[src/include/wb_cfg.svh]
`ifndef WB_CFG_SVH
`define WB_CFG_SVH

// datapath and address width
`define WB_XLEN 32

// architectural integer registers
`define WB_NREG 32

// register address width, log2 of WB_NREG
`define WB_RAW 5

// one quotient bit per iteration
`define WB_DIV_STEPS `WB_XLEN

`endif

[src/hw/wb_pkg.sv]
package wb_pkg;

    // bit positions inside the 5-bit class field
    localparam int UOP_ALU  = 4;
    localparam int UOP_LINK = 3;
    localparam int UOP_DIV  = 2;
    localparam int UOP_MEM  = 1;
    localparam int UOP_ERTN = 0;

    // low three bits mean different things for divides and memory ops
    typedef union packed {
        struct packed {
            logic [4:0] cls;
            logic [1:0] spare;
            logic       rem;
        } div_view;
        struct packed {
            logic [4:0] cls;
            logic       store;
            logic [1:0] size;
        } mem_view;
    } uop_u;

    typedef enum logic [5:0] {
        INT  = 6'h00,
        PIL  = 6'h01,
        PIS  = 6'h02,
        PIF  = 6'h03,
        PME  = 6'h04,
        PPI  = 6'h07,
        ADEF = 6'h08,
        ALE  = 6'h09,
        SYS  = 6'h0b,
        BRK  = 6'h0c,
        INE  = 6'h0d,
        TLBR = 6'h3f
    } ecode_e;

    // what the commit stage redirects for
    typedef enum logic [1:0] {
        REDIR_NONE,
        REDIR_EXC,
        REDIR_TLBR,
        REDIR_ERTN
    } redir_e;

endpackage

[src/hw/int_divider.sv]
`timescale 1ns/10ps
`include "wb_cfg.svh"

module int_divider (
    input  logic                clk,
    input  logic                aresetn,
    input  logic                start,
    input  logic [`WB_XLEN-1:0] dividend,
    input  logic [`WB_XLEN-1:0] divisor,
    output logic                busy,
    output logic                ready,
    output logic [`WB_XLEN-1:0] quotient,
    output logic [`WB_XLEN-1:0] remainder
);

    localparam int CW = $clog2(`WB_DIV_STEPS + 1);

    logic [CW-1:0]       step;
    logic [`WB_XLEN-1:0] dsor;
    logic [`WB_XLEN:0]   trial;
    logic [`WB_XLEN:0]   diff;
    logic                fits;

    // partial remainder with the next dividend bit shifted in
    assign trial = {remainder, quotient[`WB_XLEN-1]};
    assign diff  = trial - {1'b0, dsor};
    assign fits  = trial >= {1'b0, dsor};

    always_ff @(posedge clk) begin
        if (!aresetn) begin
            busy  <= 1'b0;
            ready <= 1'b0;
            step  <= '0;
        end else begin
            ready <= 1'b0;
            if (start && !busy) begin
                busy <= 1'b1;
                step <= '0;
            end else if (busy) begin
                step <= step + 1'b1;
                if (step == CW'(`WB_DIV_STEPS - 1)) begin
                    busy  <= 1'b0;
                    ready <= 1'b1;
                end
            end
        end
    end

    // quotient register doubles as the dividend shifter
    // divisor zero always fits: all-ones quotient, dividend left as remainder
    always_ff @(posedge clk) begin
        if (start && !busy) begin
            quotient  <= dividend;
            remainder <= '0;
            dsor      <= divisor;
        end else if (busy) begin
            quotient  <= {quotient[`WB_XLEN-2:0], fits};
            remainder <= fits ? diff[`WB_XLEN-1:0] : trial[`WB_XLEN-1:0];
        end
    end

    // a start during iteration is dropped, upstream must wait for ready
    assert property (@(posedge clk) disable iff (!aresetn) start |-> !busy)
        else $error("int_divider: start while busy");

endmodule

[src/hw/wb_select.sv]
`timescale 1ns/10ps
`include "wb_cfg.svh"

module wb_select (
    input  logic                clk,
    input  logic                aresetn,
    input  logic                flush,
    input  logic                lane0_valid,
    input  logic [`WB_RAW-1:0]  lane0_rd,
    input  wb_pkg::uop_u        lane0_uop,
    input  logic [`WB_XLEN-1:0] lane0_result,
    input  logic                lane1_valid,
    input  logic [`WB_RAW-1:0]  lane1_rd,
    input  wb_pkg::uop_u        lane1_uop,
    input  logic [`WB_XLEN-1:0] lane1_result,
    input  logic                csr_rd_valid,
    input  logic [`WB_XLEN-1:0] csr_rdata,
    input  logic                div_busy,
    input  logic                div_ready,
    input  logic [`WB_XLEN-1:0] quotient,
    input  logic [`WB_XLEN-1:0] remainder,
    input  logic                load_issue,
    input  logic [`WB_RAW-1:0]  load_rd,
    input  logic [`WB_XLEN-1:0] load_data,
    input  logic                load_ready,
    output logic                we0,
    output logic [`WB_RAW-1:0]  waddr0,
    output logic [`WB_XLEN-1:0] wdata0,
    output logic                we1,
    output logic [`WB_RAW-1:0]  waddr1,
    output logic [`WB_XLEN-1:0] wdata1,
    output logic                we2,
    output logic [`WB_RAW-1:0]  waddr2,
    output logic [`WB_XLEN-1:0] wdata2,
    output logic                allowin
);

    logic                sel0_exec;
    logic                sel0_csr;
    logic                sel0_div;
    logic                sel1_exec;
    logic                sel1_div;
    logic [`WB_XLEN-1:0] data0;
    logic [`WB_XLEN-1:0] data1;
    logic                load_take;
    logic                load_pend;
    logic [`WB_RAW-1:0]  pend_rd;

    // alu and link results come straight from execute
    function automatic logic exec_hit(input logic valid, input wb_pkg::uop_u uop);
        return valid && (uop.div_view.cls[wb_pkg::UOP_ALU] ||
                         uop.div_view.cls[wb_pkg::UOP_LINK]);
    endfunction

    function automatic logic [`WB_XLEN-1:0] exec_data(input wb_pkg::uop_u uop,
                                                      input logic [`WB_XLEN-1:0] result);
        // link writes the return address
        return uop.div_view.cls[wb_pkg::UOP_LINK] ? result + 4 : result;
    endfunction

    function automatic logic [`WB_XLEN-1:0] div_data(input wb_pkg::uop_u uop,
                                                     input logic [`WB_XLEN-1:0] quo,
                                                     input logic [`WB_XLEN-1:0] rem);
        return uop.div_view.rem ? rem : quo;
    endfunction

    // the divide uop stays on its lane from start until ready
    always_comb begin
        sel0_exec = exec_hit(lane0_valid, lane0_uop);
        sel0_csr  = !sel0_exec && csr_rd_valid;
        sel0_div  = !sel0_exec && !csr_rd_valid && div_ready &&
                    lane0_uop.div_view.cls[wb_pkg::UOP_DIV];
        sel1_exec = exec_hit(lane1_valid, lane1_uop);
        sel1_div  = !sel1_exec && div_ready && lane1_uop.div_view.cls[wb_pkg::UOP_DIV];

        if (sel0_exec) begin
            data0 = exec_data(lane0_uop, lane0_result);
        end else if (sel0_csr) begin
            data0 = csr_rdata;
        end else begin
            data0 = div_data(lane0_uop, quotient, remainder);
        end

        if (sel1_exec) begin
            data1 = exec_data(lane1_uop, lane1_result);
        end else begin
            data1 = div_data(lane1_uop, quotient, remainder);
        end
    end

    // only a load on lane 0 opens the load lane, stores never write
    assign load_take = load_issue && lane0_uop.mem_view.cls[wb_pkg::UOP_MEM] &&
                       !lane0_uop.mem_view.store;

    always_ff @(posedge clk) begin
        if (!aresetn) begin
            we0       <= 1'b0;
            we1       <= 1'b0;
            we2       <= 1'b0;
            load_pend <= 1'b0;
        end else begin
            // results behind an exception are dropped
            we0 <= !flush && (sel0_exec || sel0_csr || sel0_div);
            we1 <= !flush && (sel1_exec || sel1_div);
            // load_ready is expected at least one cycle after issue
            we2 <= load_ready && load_pend;
            if (load_take) begin
                load_pend <= 1'b1;
            end else if (load_ready) begin
                load_pend <= 1'b0;
            end
        end
    end

    always_ff @(posedge clk) begin
        waddr0 <= lane0_rd;
        wdata0 <= data0;
        waddr1 <= lane1_rd;
        wdata1 <= data1;
        waddr2 <= pend_rd;
        wdata2 <= load_data;
        if (load_take) begin
            pend_rd <= load_rd;
        end
    end

    assign allowin = !div_busy && !(load_pend && !load_ready);

    // a new load may only follow the return of the previous one
    assert property (@(posedge clk) disable iff (!aresetn)
        load_take |-> !load_pend || load_ready)
        else $error("wb_select: second load issued while one is outstanding");

    // issue never pairs two writers of one register
    assert property (@(posedge clk) disable iff (!aresetn)
        we0 && we1 && waddr0 != '0 |-> waddr0 != waddr1)
        else $error("wb_select: both lanes write register %0d", waddr0);

endmodule

[src/hw/exc_commit.sv]
`timescale 1ns/10ps
`include "wb_cfg.svh"

module exc_commit (
    input  logic                 clk,
    input  logic                 aresetn,
    input  logic                 exc_valid,
    input  logic [5:0]           exc_code,
    input  logic [`WB_XLEN-1:0]  exc_badv,
    input  logic [`WB_XLEN-1:0]  exc_era,
    input  logic                 intr,
    input  logic                 lane0_valid,
    input  wb_pkg::uop_u         lane0_uop,
    input  logic [`WB_XLEN-1:0]  eentry,
    input  logic [`WB_XLEN-1:0]  tlbrentry,
    input  logic [`WB_XLEN-1:0]  csr_era,
    output logic                 flush,
    output logic                 redirect_valid,
    output logic [`WB_XLEN-1:0]  redirect_pc,
    output logic [5:0]           ecode_out,
    output logic                 badv_we,
    output logic [`WB_XLEN-1:0]  badv,
    output logic                 era_we,
    output logic [`WB_XLEN-1:0]  era,
    output logic                 vppn_we,
    output logic [`WB_XLEN-14:0] vppn
);

    wb_pkg::ecode_e code;
    wb_pkg::redir_e cause;
    logic           take;
    logic           ertn;
    logic           set_badv;
    logic           set_vppn;

    // intr is a level, the CSR side masks it once taken
    assign take = exc_valid || intr;
    assign ertn = lane0_valid && lane0_uop.div_view.cls[wb_pkg::UOP_ERTN];

    always_comb begin
        // synchronous exception outranks the interrupt
        if (exc_valid) begin
            code = wb_pkg::ecode_e'(exc_code);
        end else begin
            code = wb_pkg::INT;
        end
        set_badv = 1'b0;
        set_vppn = 1'b0;
        case (code)
            wb_pkg::PIL, wb_pkg::PIS, wb_pkg::PIF, wb_pkg::PME, wb_pkg::PPI,
            wb_pkg::TLBR: begin
                set_badv = 1'b1;
                set_vppn = 1'b1;
            end
            // address errors carry no page number
            wb_pkg::ADEF, wb_pkg::ALE: begin
                set_badv = 1'b1;
            end
            default: begin
                set_badv = 1'b0;
            end
        endcase
    end

    always_ff @(posedge clk) begin
        if (!aresetn) begin
            cause     <= wb_pkg::REDIR_NONE;
            ecode_out <= '0;
            badv_we   <= 1'b0;
            era_we    <= 1'b0;
            vppn_we   <= 1'b0;
        end else begin
            badv_we <= exc_valid && set_badv;
            vppn_we <= exc_valid && set_vppn;
            era_we  <= take;
            if (take) begin
                ecode_out <= code;
                cause     <= (code == wb_pkg::TLBR) ? wb_pkg::REDIR_TLBR : wb_pkg::REDIR_EXC;
            end else if (ertn) begin
                cause <= wb_pkg::REDIR_ERTN;
            end else begin
                cause <= wb_pkg::REDIR_NONE;
            end
        end
    end

    always_ff @(posedge clk) begin
        if (take) begin
            badv <= exc_badv;
            era  <= exc_era;
        end
    end

    assign vppn = badv[`WB_XLEN-1:13];

    assign flush          = cause != wb_pkg::REDIR_NONE;
    assign redirect_valid = flush;

    always_comb begin
        case (cause)
            wb_pkg::REDIR_TLBR: redirect_pc = tlbrentry;
            wb_pkg::REDIR_ERTN: redirect_pc = csr_era;
            default:            redirect_pc = eentry;
        endcase
    end

endmodule

[src/hw/wb_regfile.sv]
`timescale 1ns/10ps
`include "wb_cfg.svh"

module wb_regfile (
    input  logic                clk,
    input  logic                aresetn,
    input  logic                we0,
    input  logic [`WB_RAW-1:0]  waddr0,
    input  logic [`WB_XLEN-1:0] wdata0,
    input  logic                we1,
    input  logic [`WB_RAW-1:0]  waddr1,
    input  logic [`WB_XLEN-1:0] wdata1,
    input  logic                we2,
    input  logic [`WB_RAW-1:0]  waddr2,
    input  logic [`WB_XLEN-1:0] wdata2,
    input  logic [`WB_RAW-1:0]  rd_addr_a,
    input  logic [`WB_RAW-1:0]  rd_addr_b,
    output logic [`WB_XLEN-1:0] rd_data_a,
    output logic [`WB_XLEN-1:0] rd_data_b
);

    logic [`WB_XLEN-1:0] regs [`WB_NREG];

    // later writes take effect last, so load beats lane 1 beats lane 0
    always_ff @(posedge clk) begin
        if (aresetn) begin
            if (we0 && waddr0 != '0) begin
                regs[waddr0] <= wdata0;
            end
            if (we1 && waddr1 != '0) begin
                regs[waddr1] <= wdata1;
            end
            if (we2 && waddr2 != '0) begin
                regs[waddr2] <= wdata2;
            end
        end
    end

    // r0 reads as zero, no bypass of same-cycle writes
    assign rd_data_a = (rd_addr_a == '0) ? '0 : regs[rd_addr_a];
    assign rd_data_b = (rd_addr_b == '0) ? '0 : regs[rd_addr_b];

endmodule

[src/hw/wb_subsystem.sv]
`timescale 1ns/10ps
`include "wb_cfg.svh"

module wb_subsystem (
    input  logic                 clk,
    input  logic                 aresetn,
    input  logic                 lane0_valid,
    input  logic [`WB_XLEN-1:0]  lane0_pc,
    input  logic [`WB_RAW-1:0]   lane0_rd,
    input  wb_pkg::uop_u         lane0_uop,
    input  logic [`WB_XLEN-1:0]  lane0_result,
    input  logic                 lane1_valid,
    input  logic [`WB_XLEN-1:0]  lane1_pc,
    input  logic [`WB_RAW-1:0]   lane1_rd,
    input  wb_pkg::uop_u         lane1_uop,
    input  logic [`WB_XLEN-1:0]  lane1_result,
    input  logic                 div_start,
    input  logic [`WB_XLEN-1:0]  div_dividend,
    input  logic [`WB_XLEN-1:0]  div_divisor,
    input  logic                 load_issue,
    input  logic [`WB_RAW-1:0]   load_rd,
    input  logic [`WB_XLEN-1:0]  load_data,
    input  logic                 load_ready,
    input  logic                 csr_rd_valid,
    input  logic [`WB_XLEN-1:0]  csr_rdata,
    input  logic                 exc_valid,
    input  logic [5:0]           exc_code,
    input  logic [`WB_XLEN-1:0]  exc_badv,
    input  logic [`WB_XLEN-1:0]  exc_era,
    input  logic                 intr,
    input  logic [`WB_XLEN-1:0]  eentry,
    input  logic [`WB_XLEN-1:0]  tlbrentry,
    input  logic [`WB_XLEN-1:0]  csr_era,
    input  logic [`WB_RAW-1:0]   rd_addr_a,
    input  logic [`WB_RAW-1:0]   rd_addr_b,
    output logic [`WB_XLEN-1:0]  rd_data_a,
    output logic [`WB_XLEN-1:0]  rd_data_b,
    output logic                 allowin,
    output logic                 redirect_valid,
    output logic [`WB_XLEN-1:0]  redirect_pc,
    output logic                 flush,
    output logic                 badv_we,
    output logic [`WB_XLEN-1:0]  badv,
    output logic                 era_we,
    output logic [`WB_XLEN-1:0]  era,
    output logic                 vppn_we,
    output logic [`WB_XLEN-14:0] vppn,
    output logic [5:0]           ecode_out
);

    logic                div_busy;
    logic                div_ready;
    logic [`WB_XLEN-1:0] quotient;
    logic [`WB_XLEN-1:0] remainder;
    logic                we0;
    logic [`WB_RAW-1:0]  waddr0;
    logic [`WB_XLEN-1:0] wdata0;
    logic                we1;
    logic [`WB_RAW-1:0]  waddr1;
    logic [`WB_XLEN-1:0] wdata1;
    logic                we2;
    logic [`WB_RAW-1:0]  waddr2;
    logic [`WB_XLEN-1:0] wdata2;
    logic [`WB_XLEN-1:0] commit_era;

    // interrupt returns to the oldest instruction in writeback
    assign commit_era = exc_valid ? exc_era : (lane0_valid ? lane0_pc : lane1_pc);

    int_divider u_div (
        .clk(clk), .aresetn(aresetn), .start(div_start),
        .dividend(div_dividend), .divisor(div_divisor),
        .busy(div_busy), .ready(div_ready),
        .quotient(quotient), .remainder(remainder)
    );

    wb_select u_sel (
        .clk(clk), .aresetn(aresetn), .flush(flush),
        .lane0_valid(lane0_valid), .lane0_rd(lane0_rd),
        .lane0_uop(lane0_uop), .lane0_result(lane0_result),
        .lane1_valid(lane1_valid), .lane1_rd(lane1_rd),
        .lane1_uop(lane1_uop), .lane1_result(lane1_result),
        .csr_rd_valid(csr_rd_valid), .csr_rdata(csr_rdata),
        .div_busy(div_busy), .div_ready(div_ready),
        .quotient(quotient), .remainder(remainder),
        .load_issue(load_issue), .load_rd(load_rd),
        .load_data(load_data), .load_ready(load_ready),
        .we0(we0), .waddr0(waddr0), .wdata0(wdata0),
        .we1(we1), .waddr1(waddr1), .wdata1(wdata1),
        .we2(we2), .waddr2(waddr2), .wdata2(wdata2),
        .allowin(allowin)
    );

    exc_commit u_exc (
        .clk(clk), .aresetn(aresetn),
        .exc_valid(exc_valid), .exc_code(exc_code),
        .exc_badv(exc_badv), .exc_era(commit_era), .intr(intr),
        .lane0_valid(lane0_valid), .lane0_uop(lane0_uop),
        .eentry(eentry), .tlbrentry(tlbrentry), .csr_era(csr_era),
        .flush(flush), .redirect_valid(redirect_valid), .redirect_pc(redirect_pc),
        .ecode_out(ecode_out), .badv_we(badv_we), .badv(badv),
        .era_we(era_we), .era(era), .vppn_we(vppn_we), .vppn(vppn)
    );

    wb_regfile u_rf (
        .clk(clk), .aresetn(aresetn),
        .we0(we0), .waddr0(waddr0), .wdata0(wdata0),
        .we1(we1), .waddr1(waddr1), .wdata1(wdata1),
        .we2(we2), .waddr2(waddr2), .wdata2(wdata2),
        .rd_addr_a(rd_addr_a), .rd_addr_b(rd_addr_b),
        .rd_data_a(rd_data_a), .rd_data_b(rd_data_b)
    );

endmodule

[config.mk]
export PLATFORM = sky130hd
export DESIGN_NAME = wb_subsystem
export DESIGN_NICKNAME = d
export VERILOG_FILES = /design/src/hw/wb_pkg.sv /design/src/hw/int_divider.sv /design/src/hw/wb_select.sv /design/src/hw/exc_commit.sv /design/src/hw/wb_regfile.sv /design/src/hw/wb_subsystem.sv
export VERILOG_INCLUDE_DIRS = /design/src /design/src/include
export SDC_FILE = /design/constraint.sdc
export NUM_CORES = 2
export LEC_CHECK = 0
export BUFFER_PORTS_ARGS = -buffer_cell sky130_fd_sc_hd__buf_4
export CORE_ASPECT_RATIO = 1.2
export CORE_MARGIN = 5
export CORE_UTILIZATION = 49
export CTS_BUF_LIST = sky130_fd_sc_hd__clkbuf_16
export DETAILED_ROUTE_END_ITERATION = 16
export HOLD_SLACK_MARGIN = 0.03
export PLACE_DENSITY = 0.67
export SYNTH_ARGS = -nofsm -noshare
export SYNTH_HDL_FRONTEND = slang
export SYNTH_SLANG_ARGS = --single-unit
[constraint.sdc]
create_clock -name clk -period 14.35 [get_ports clk]
set_clock_uncertainty 0.2 [all_clocks]
set_input_delay 0.7175 -clock clk [delete_from_list [all_inputs] [get_ports clk]]
set_output_delay 0.7175 -clock clk [all_outputs]
set_load 0.01 [all_outputs]
### Word-level counts from Yosys, hierarchy flattened

Memories as Yosys holds them, arrays and structs flattened.
Cells that the tools add are included.

* logic and storage cells: 127
* flip-flop bits (word level): 299
* output and inout bits: 191
* bits in writable memories: 1024
* input port bits: 473
* memories: 1

* $add $sub $neg: 4
* $lt $le $gt $ge: 1
* bitwise logic cells: 2
* equality and inequality tests: 11
* mux-type cells: 36
* reduce and logical (&&, ||, !) cells: 48

Memories
* u_rf.regs: depth 32, bits a word 32, rd ports 2, clocked after memory_dff 0, write ports 3, line wb_regfile.sv:22 `` logic [`WB_XLEN-1:0] regs [`WB_NREG]; ``

Operators with widths (count)
* $mux 32: 14
* $add 32x3->32 const B: 2
* $pmux 32 s2: 1
* $ge 33x32->1: 1
* $sub 32x32->32: 1
* $logic_and 1x1->1: 22
* $mux 1: 17
* $reduce_bool 5->1: 3
* $eq 6x2->1 const B: 2
* $eq 6x3->1 const B: 2
* $eq 6x4->1 const B: 2
* $logic_not 5->1: 2
* $logic_not 1->1: 8
* $reduce_or 8->1: 1
* $add 6x1->6 const B: 1
* $eq 6x1->1 const B: 1
* $eq 6x5->1 const B: 1
* $eq 6x6->1 const B: 1
* $logic_or 1x1->1: 6
* $mux 2: 3
* $mux 6: 1
* $reduce_bool 2->1: 3
* $reduce_or 6->1: 1
* $eq 2x2->1 const B: 2
* other kinds (3): 4

### Longest topological paths before layout

* word-level depth: 8
* gate-level depth with buffers: 14
* gate-level depth less buffers: 13

### Hierarchy

Synthesis repeated with hierarchy kept, for this count alone.

* cells, all modules: 7634
* area, all modules: 85370.6 sq um

Modules (own cells, without submodules)
* wb_regfile: instances 1, area an instance 70313.7 sq um, sequential area each 30749.5 sq um, cells an instance 6128
* int_divider: instances 1, area an instance 5821.8 sq um, sequential area each 2722.6 sq um, cells an instance 562
* wb_select: instances 1, area an instance 5311.3 sq um, sequential area each 2452.4 sq um, cells an instance 599
* exc_commit: instances 1, area an instance 3209.3 sq um, sequential area each 2142.1 sq um, cells an instance 238
* wb_subsystem: instances 1, area an instance 714.4 sq um, sequential area each 0.0 sq um, cells an instance 107

### Least setup slack after synthesis

OpenSTA, ideal clock, no wires.

* path type: input -> register
* from: input port aresetn
* to: memory u_rf.regs[16][0] (netlist bit), enable pin
* buffers on the path: 1
* setup time: 0.533 ns
* slack: 8.236 ns
* stages: 5
* data required time: 13.617 ns
* data arrival time: 5.381 ns
* cell sequence: clkbuf_1 -> nand2_1 -> a211oi_1 -> nand3b_1 -> o311ai_0

RTL lines
* from (decl): line wb_subsystem.sv:6 `input logic aresetn,`
* to (decl): line wb_regfile.sv:22

### Worst setup path after layout

* from: input port rd_addr_b[0]
* to: output port rd_data_b[6]

* word-level cells in the longest chain between the ends: 2
* elaborated cells on any way between the ends: 3
* classes of those cells: 1 x mux; 1 x reduce/logical; 1 x memory

Ends and longest elaborated chain
* from (decl): line wb_subsystem.sv:35 `` input logic [`WB_RAW-1:0] rd_addr_b, ``
* $mem_v2 32x32 / $logic_not 5->1 (equally long branches)
* $mux 32 *: line wb_regfile.sv:41 `assign rd_data_b = (rd_addr_b == '0) ? '0 : regs[rd_addr_b];`
* to (decl): line wb_subsystem.sv:37 `` output logic [`WB_XLEN-1:0] rd_data_b, ``

Every way passes the cells marked *; elsewhere a longest branch is shown, timed or not.

==> reports/metrics.cfg <==
[timing]
whs_ps = 56.7
relSlewSlack_pct = -5.13
hold_viol = 0
fmax_mhz = 157
drv_slew = 21
worst_pin_slew_ps = 1580
tns_ps = 0
rsz0062_at_grt = false
period_share_pct = 44.3
fin_crit_ps = 6350
finalSetupViolCount = 0

[yosys]
synth_top_area_cell = edfxtp_1
synthTopCellsByCount = 1185 x mux2i_1, 1157 x edfxtp_1, 884 x nand2_1
synthTopCellsByArea = edfxtp_1 42%, mux4_2 17%, mux2i_1 14%, o21ai_0 4.6%, dfxtp_1 4.0%
ys_types = 66
synth-edff-count = 1157
ys_warn_count = 0
seq_area_frac_synth_pct = 45.6
synth.avg_cell_area_um2 = 11.5
synthCells = 7242
async_flop_share_pct = 0
synth-main-ff-cell = edfxtp_1
syn_area_mm2 = 0.0834
yosys_register_bits = 1323
synth_top_area_share_pct = 41.7
synth_most_common_cell = mux2i_1

[place]
dpl.hpwl_um = 231000
place_inst = 9456
placed_cell_area_mm2 = 0.0897
port_buffers = 658
routabilityCongestion = 1.07

[clock_tree]
cts_max_path_buffers = 3
clock-root-buffer = clkbuf_16
cts.clk_slew.worst_paths_ps = 60
post_cts_buffers = 0
h-tree-depth = 4
cts_hold_buf = 188
cts_buffers = 145
ctsResizeCount = 0
clk_latency_ps = 850
cts.sink_count = 1323
cts_tree = yes

[pwr]
total_power_uw = 9910
powerDensity_mw_per_mm2 = 103
p_leak_uw = 0.0366
irDropWorstVdd_v = 0.000147

[worst_setup_path]
critPathArrivalTime_ps = 5440
cp.required_ps = 13430
start_kind = input port
r2r-start = u_sel.we2
r2r_slack_ps = 9600
r2r_cells = 5
r2r_end = u_rf.regs[7][28]
endpoint_kind = output port
cp_max_fo = 69
crit_type = in2out

[worst_hold_path]
hold-path-endpoint = u_sel.we0
hold_class = in2reg
min_from = lane0_uop[5]
whs_path_depth = 3

[finish]
stdcell_count = 9937
fin_area_mm2 = 0.0964
area_delta_synth_final_pct = 15.6
regArea_mm2 = 0.0381
nets = 8032
drive_above_1_share_pct = 23.9
multiInputGateArea_mm2 = 0.0425
fillers = 13900

[floorplanning]
die-height_um = 462
die_w_um = 387
die-area_mm2 = 0.179
ios = 664
coreArea_mm2 = 0.170
rows = 166
start_util_pct = 49.1

[grt]
grt_pass1_wl_um = 507000
antenna_found_initial = 43
grt_usage_pct = 40.3
grt_pass1_vias = 66400
grt_max_degree = 83
overflow = 0

[run_status]
status = finished with violations
violations = max-capacitance violations, max-slew violations

[detailed_routing]
drt_iter0_markers = 11300
totalWireLength_um = 371000
drc = 0
firstDrtPassIters = 7
routedWlPerCell_um = 37.3
via_per_inst = 6.86
vias = 68200
final_antenna_net_count = 0

[flow_run]
cap_violations = 3

-- report_power, final --
group	total [uW]	switching (uW)	leakage (uW)	internal [uW]
registers	4650	306	0.0120	4340
logic	1430	744	0.0221	687
clock network	3830	1710	0.00242	2120
total	9910	2760	0.0366	7150
-- state kept, by name, indices dropped and copies added, names as in the netlist, 6 cells and up --
name,count
u_div.step,6
u_exc.badv,32
u_sel.wdata2,32
u_div.remainder,32
u_exc.ecode_out,6
u_sel.wdata1,32
u_div.dsor,32
u_exc.era,32
u_sel.wdata0,32
u_rf.regs,1024
u_div.quotient,32
-- logic make-up after synthesis --
logic type	synth area share, %
and+or+nand+nor	7.97
buffers and inverters	4.48
adders and majority gates	0.549
other	0.00450
AOI/OAI and AO/OA	8.44
xor gates and xnor gates	0.934
DFF	45.6
muxes	32.0
-- routing by layer --
metal	global-route usage, %	routed length [um]	up-vias
met5	0	196	-
met4	33.0	37300	24
met3	15.3	53600	1590
met2	60.4	162000	5796
met1	46.2	118000	33200
li1	-	-	27600
-- worst max path at each step --
| stage | depth (start not counted) | end | slack [ps] | startpoint |
|---|---|---|---|---|
| 2_1_floorplan | 5 | u_rf.regs[16][0] | 8240 | aresetn |
| 5_1_grt | 9 | rd_data_b[6] | 7620 | rd_addr_b[0] |
| 6_report | 9 | rd_data_b[6] | 8000 | rd_addr_b[0] |
| 3_3_place_gp | 9 | rd_data_b[6] | 7930 | rd_addr_b[0] |
| 3_5_place_dp | 9 | rd_data_b[6] | 7910 | rd_addr_b[0] |
| 4_1_cts | 9 | rd_data_b[6] | 7920 | rd_addr_b[0] |
-- final cells by class --
| cell class | instances | share of cell area, % |
|---|---|---|
| clock buffers | 150 | 3.89 |
| inverters | 46 | 0.179 |
| well taps | 2268 | 2.94 |
| diodes | 23 | 0.0597 |
| multi-input cells | 5000 | 44.1 |
| clock inverters | 120 | 1.00 |
| repair buffers | 1007 | 8.37 |
| flip-flops and latches | 1323 | 39.5 |
-- placed cells by master (no fill, tap or decap), drive strengths merged, types with 9 or more instances in the layout --
master	count
nand2	884
clkbuf	150
a31oi	9
o21ai	769
xnor2	44
conb	32
bufinv	12
and3	18
mux2	36
clkinvlp	11
a21oi	453
nor2	570
mux4	640
nor2b	13
nor3b	12
mux2i	1185
dlygate4sd3	188
xor2	45
diode	23
dfxtp	166
edfxtp	1157
nand3	64
nand4	18
nor3	19
o211ai	31
a21o	17
ha	35
clkinv	54
buf	819
inv	89
nand2b	13
-- worst max-delay path: stages --
cell     delay [ps]
buf_8           600
buf_4           880
buf_4           710
buf_4           820
mux4_2          600
mux4_2          480
mux2i_1         200
nor2_1           60
buf_4           160
-- per-stage QoR --
stage,utilization [%],setup WS [ps]
floorplan,-,8240
global placement,52.8,7930
detailed placement,52.8,7910
CTS,56.7,7920
global route,56.7,7620
finish,56.7,8000
Note: power is estimated with default switching activity, not from simulation.
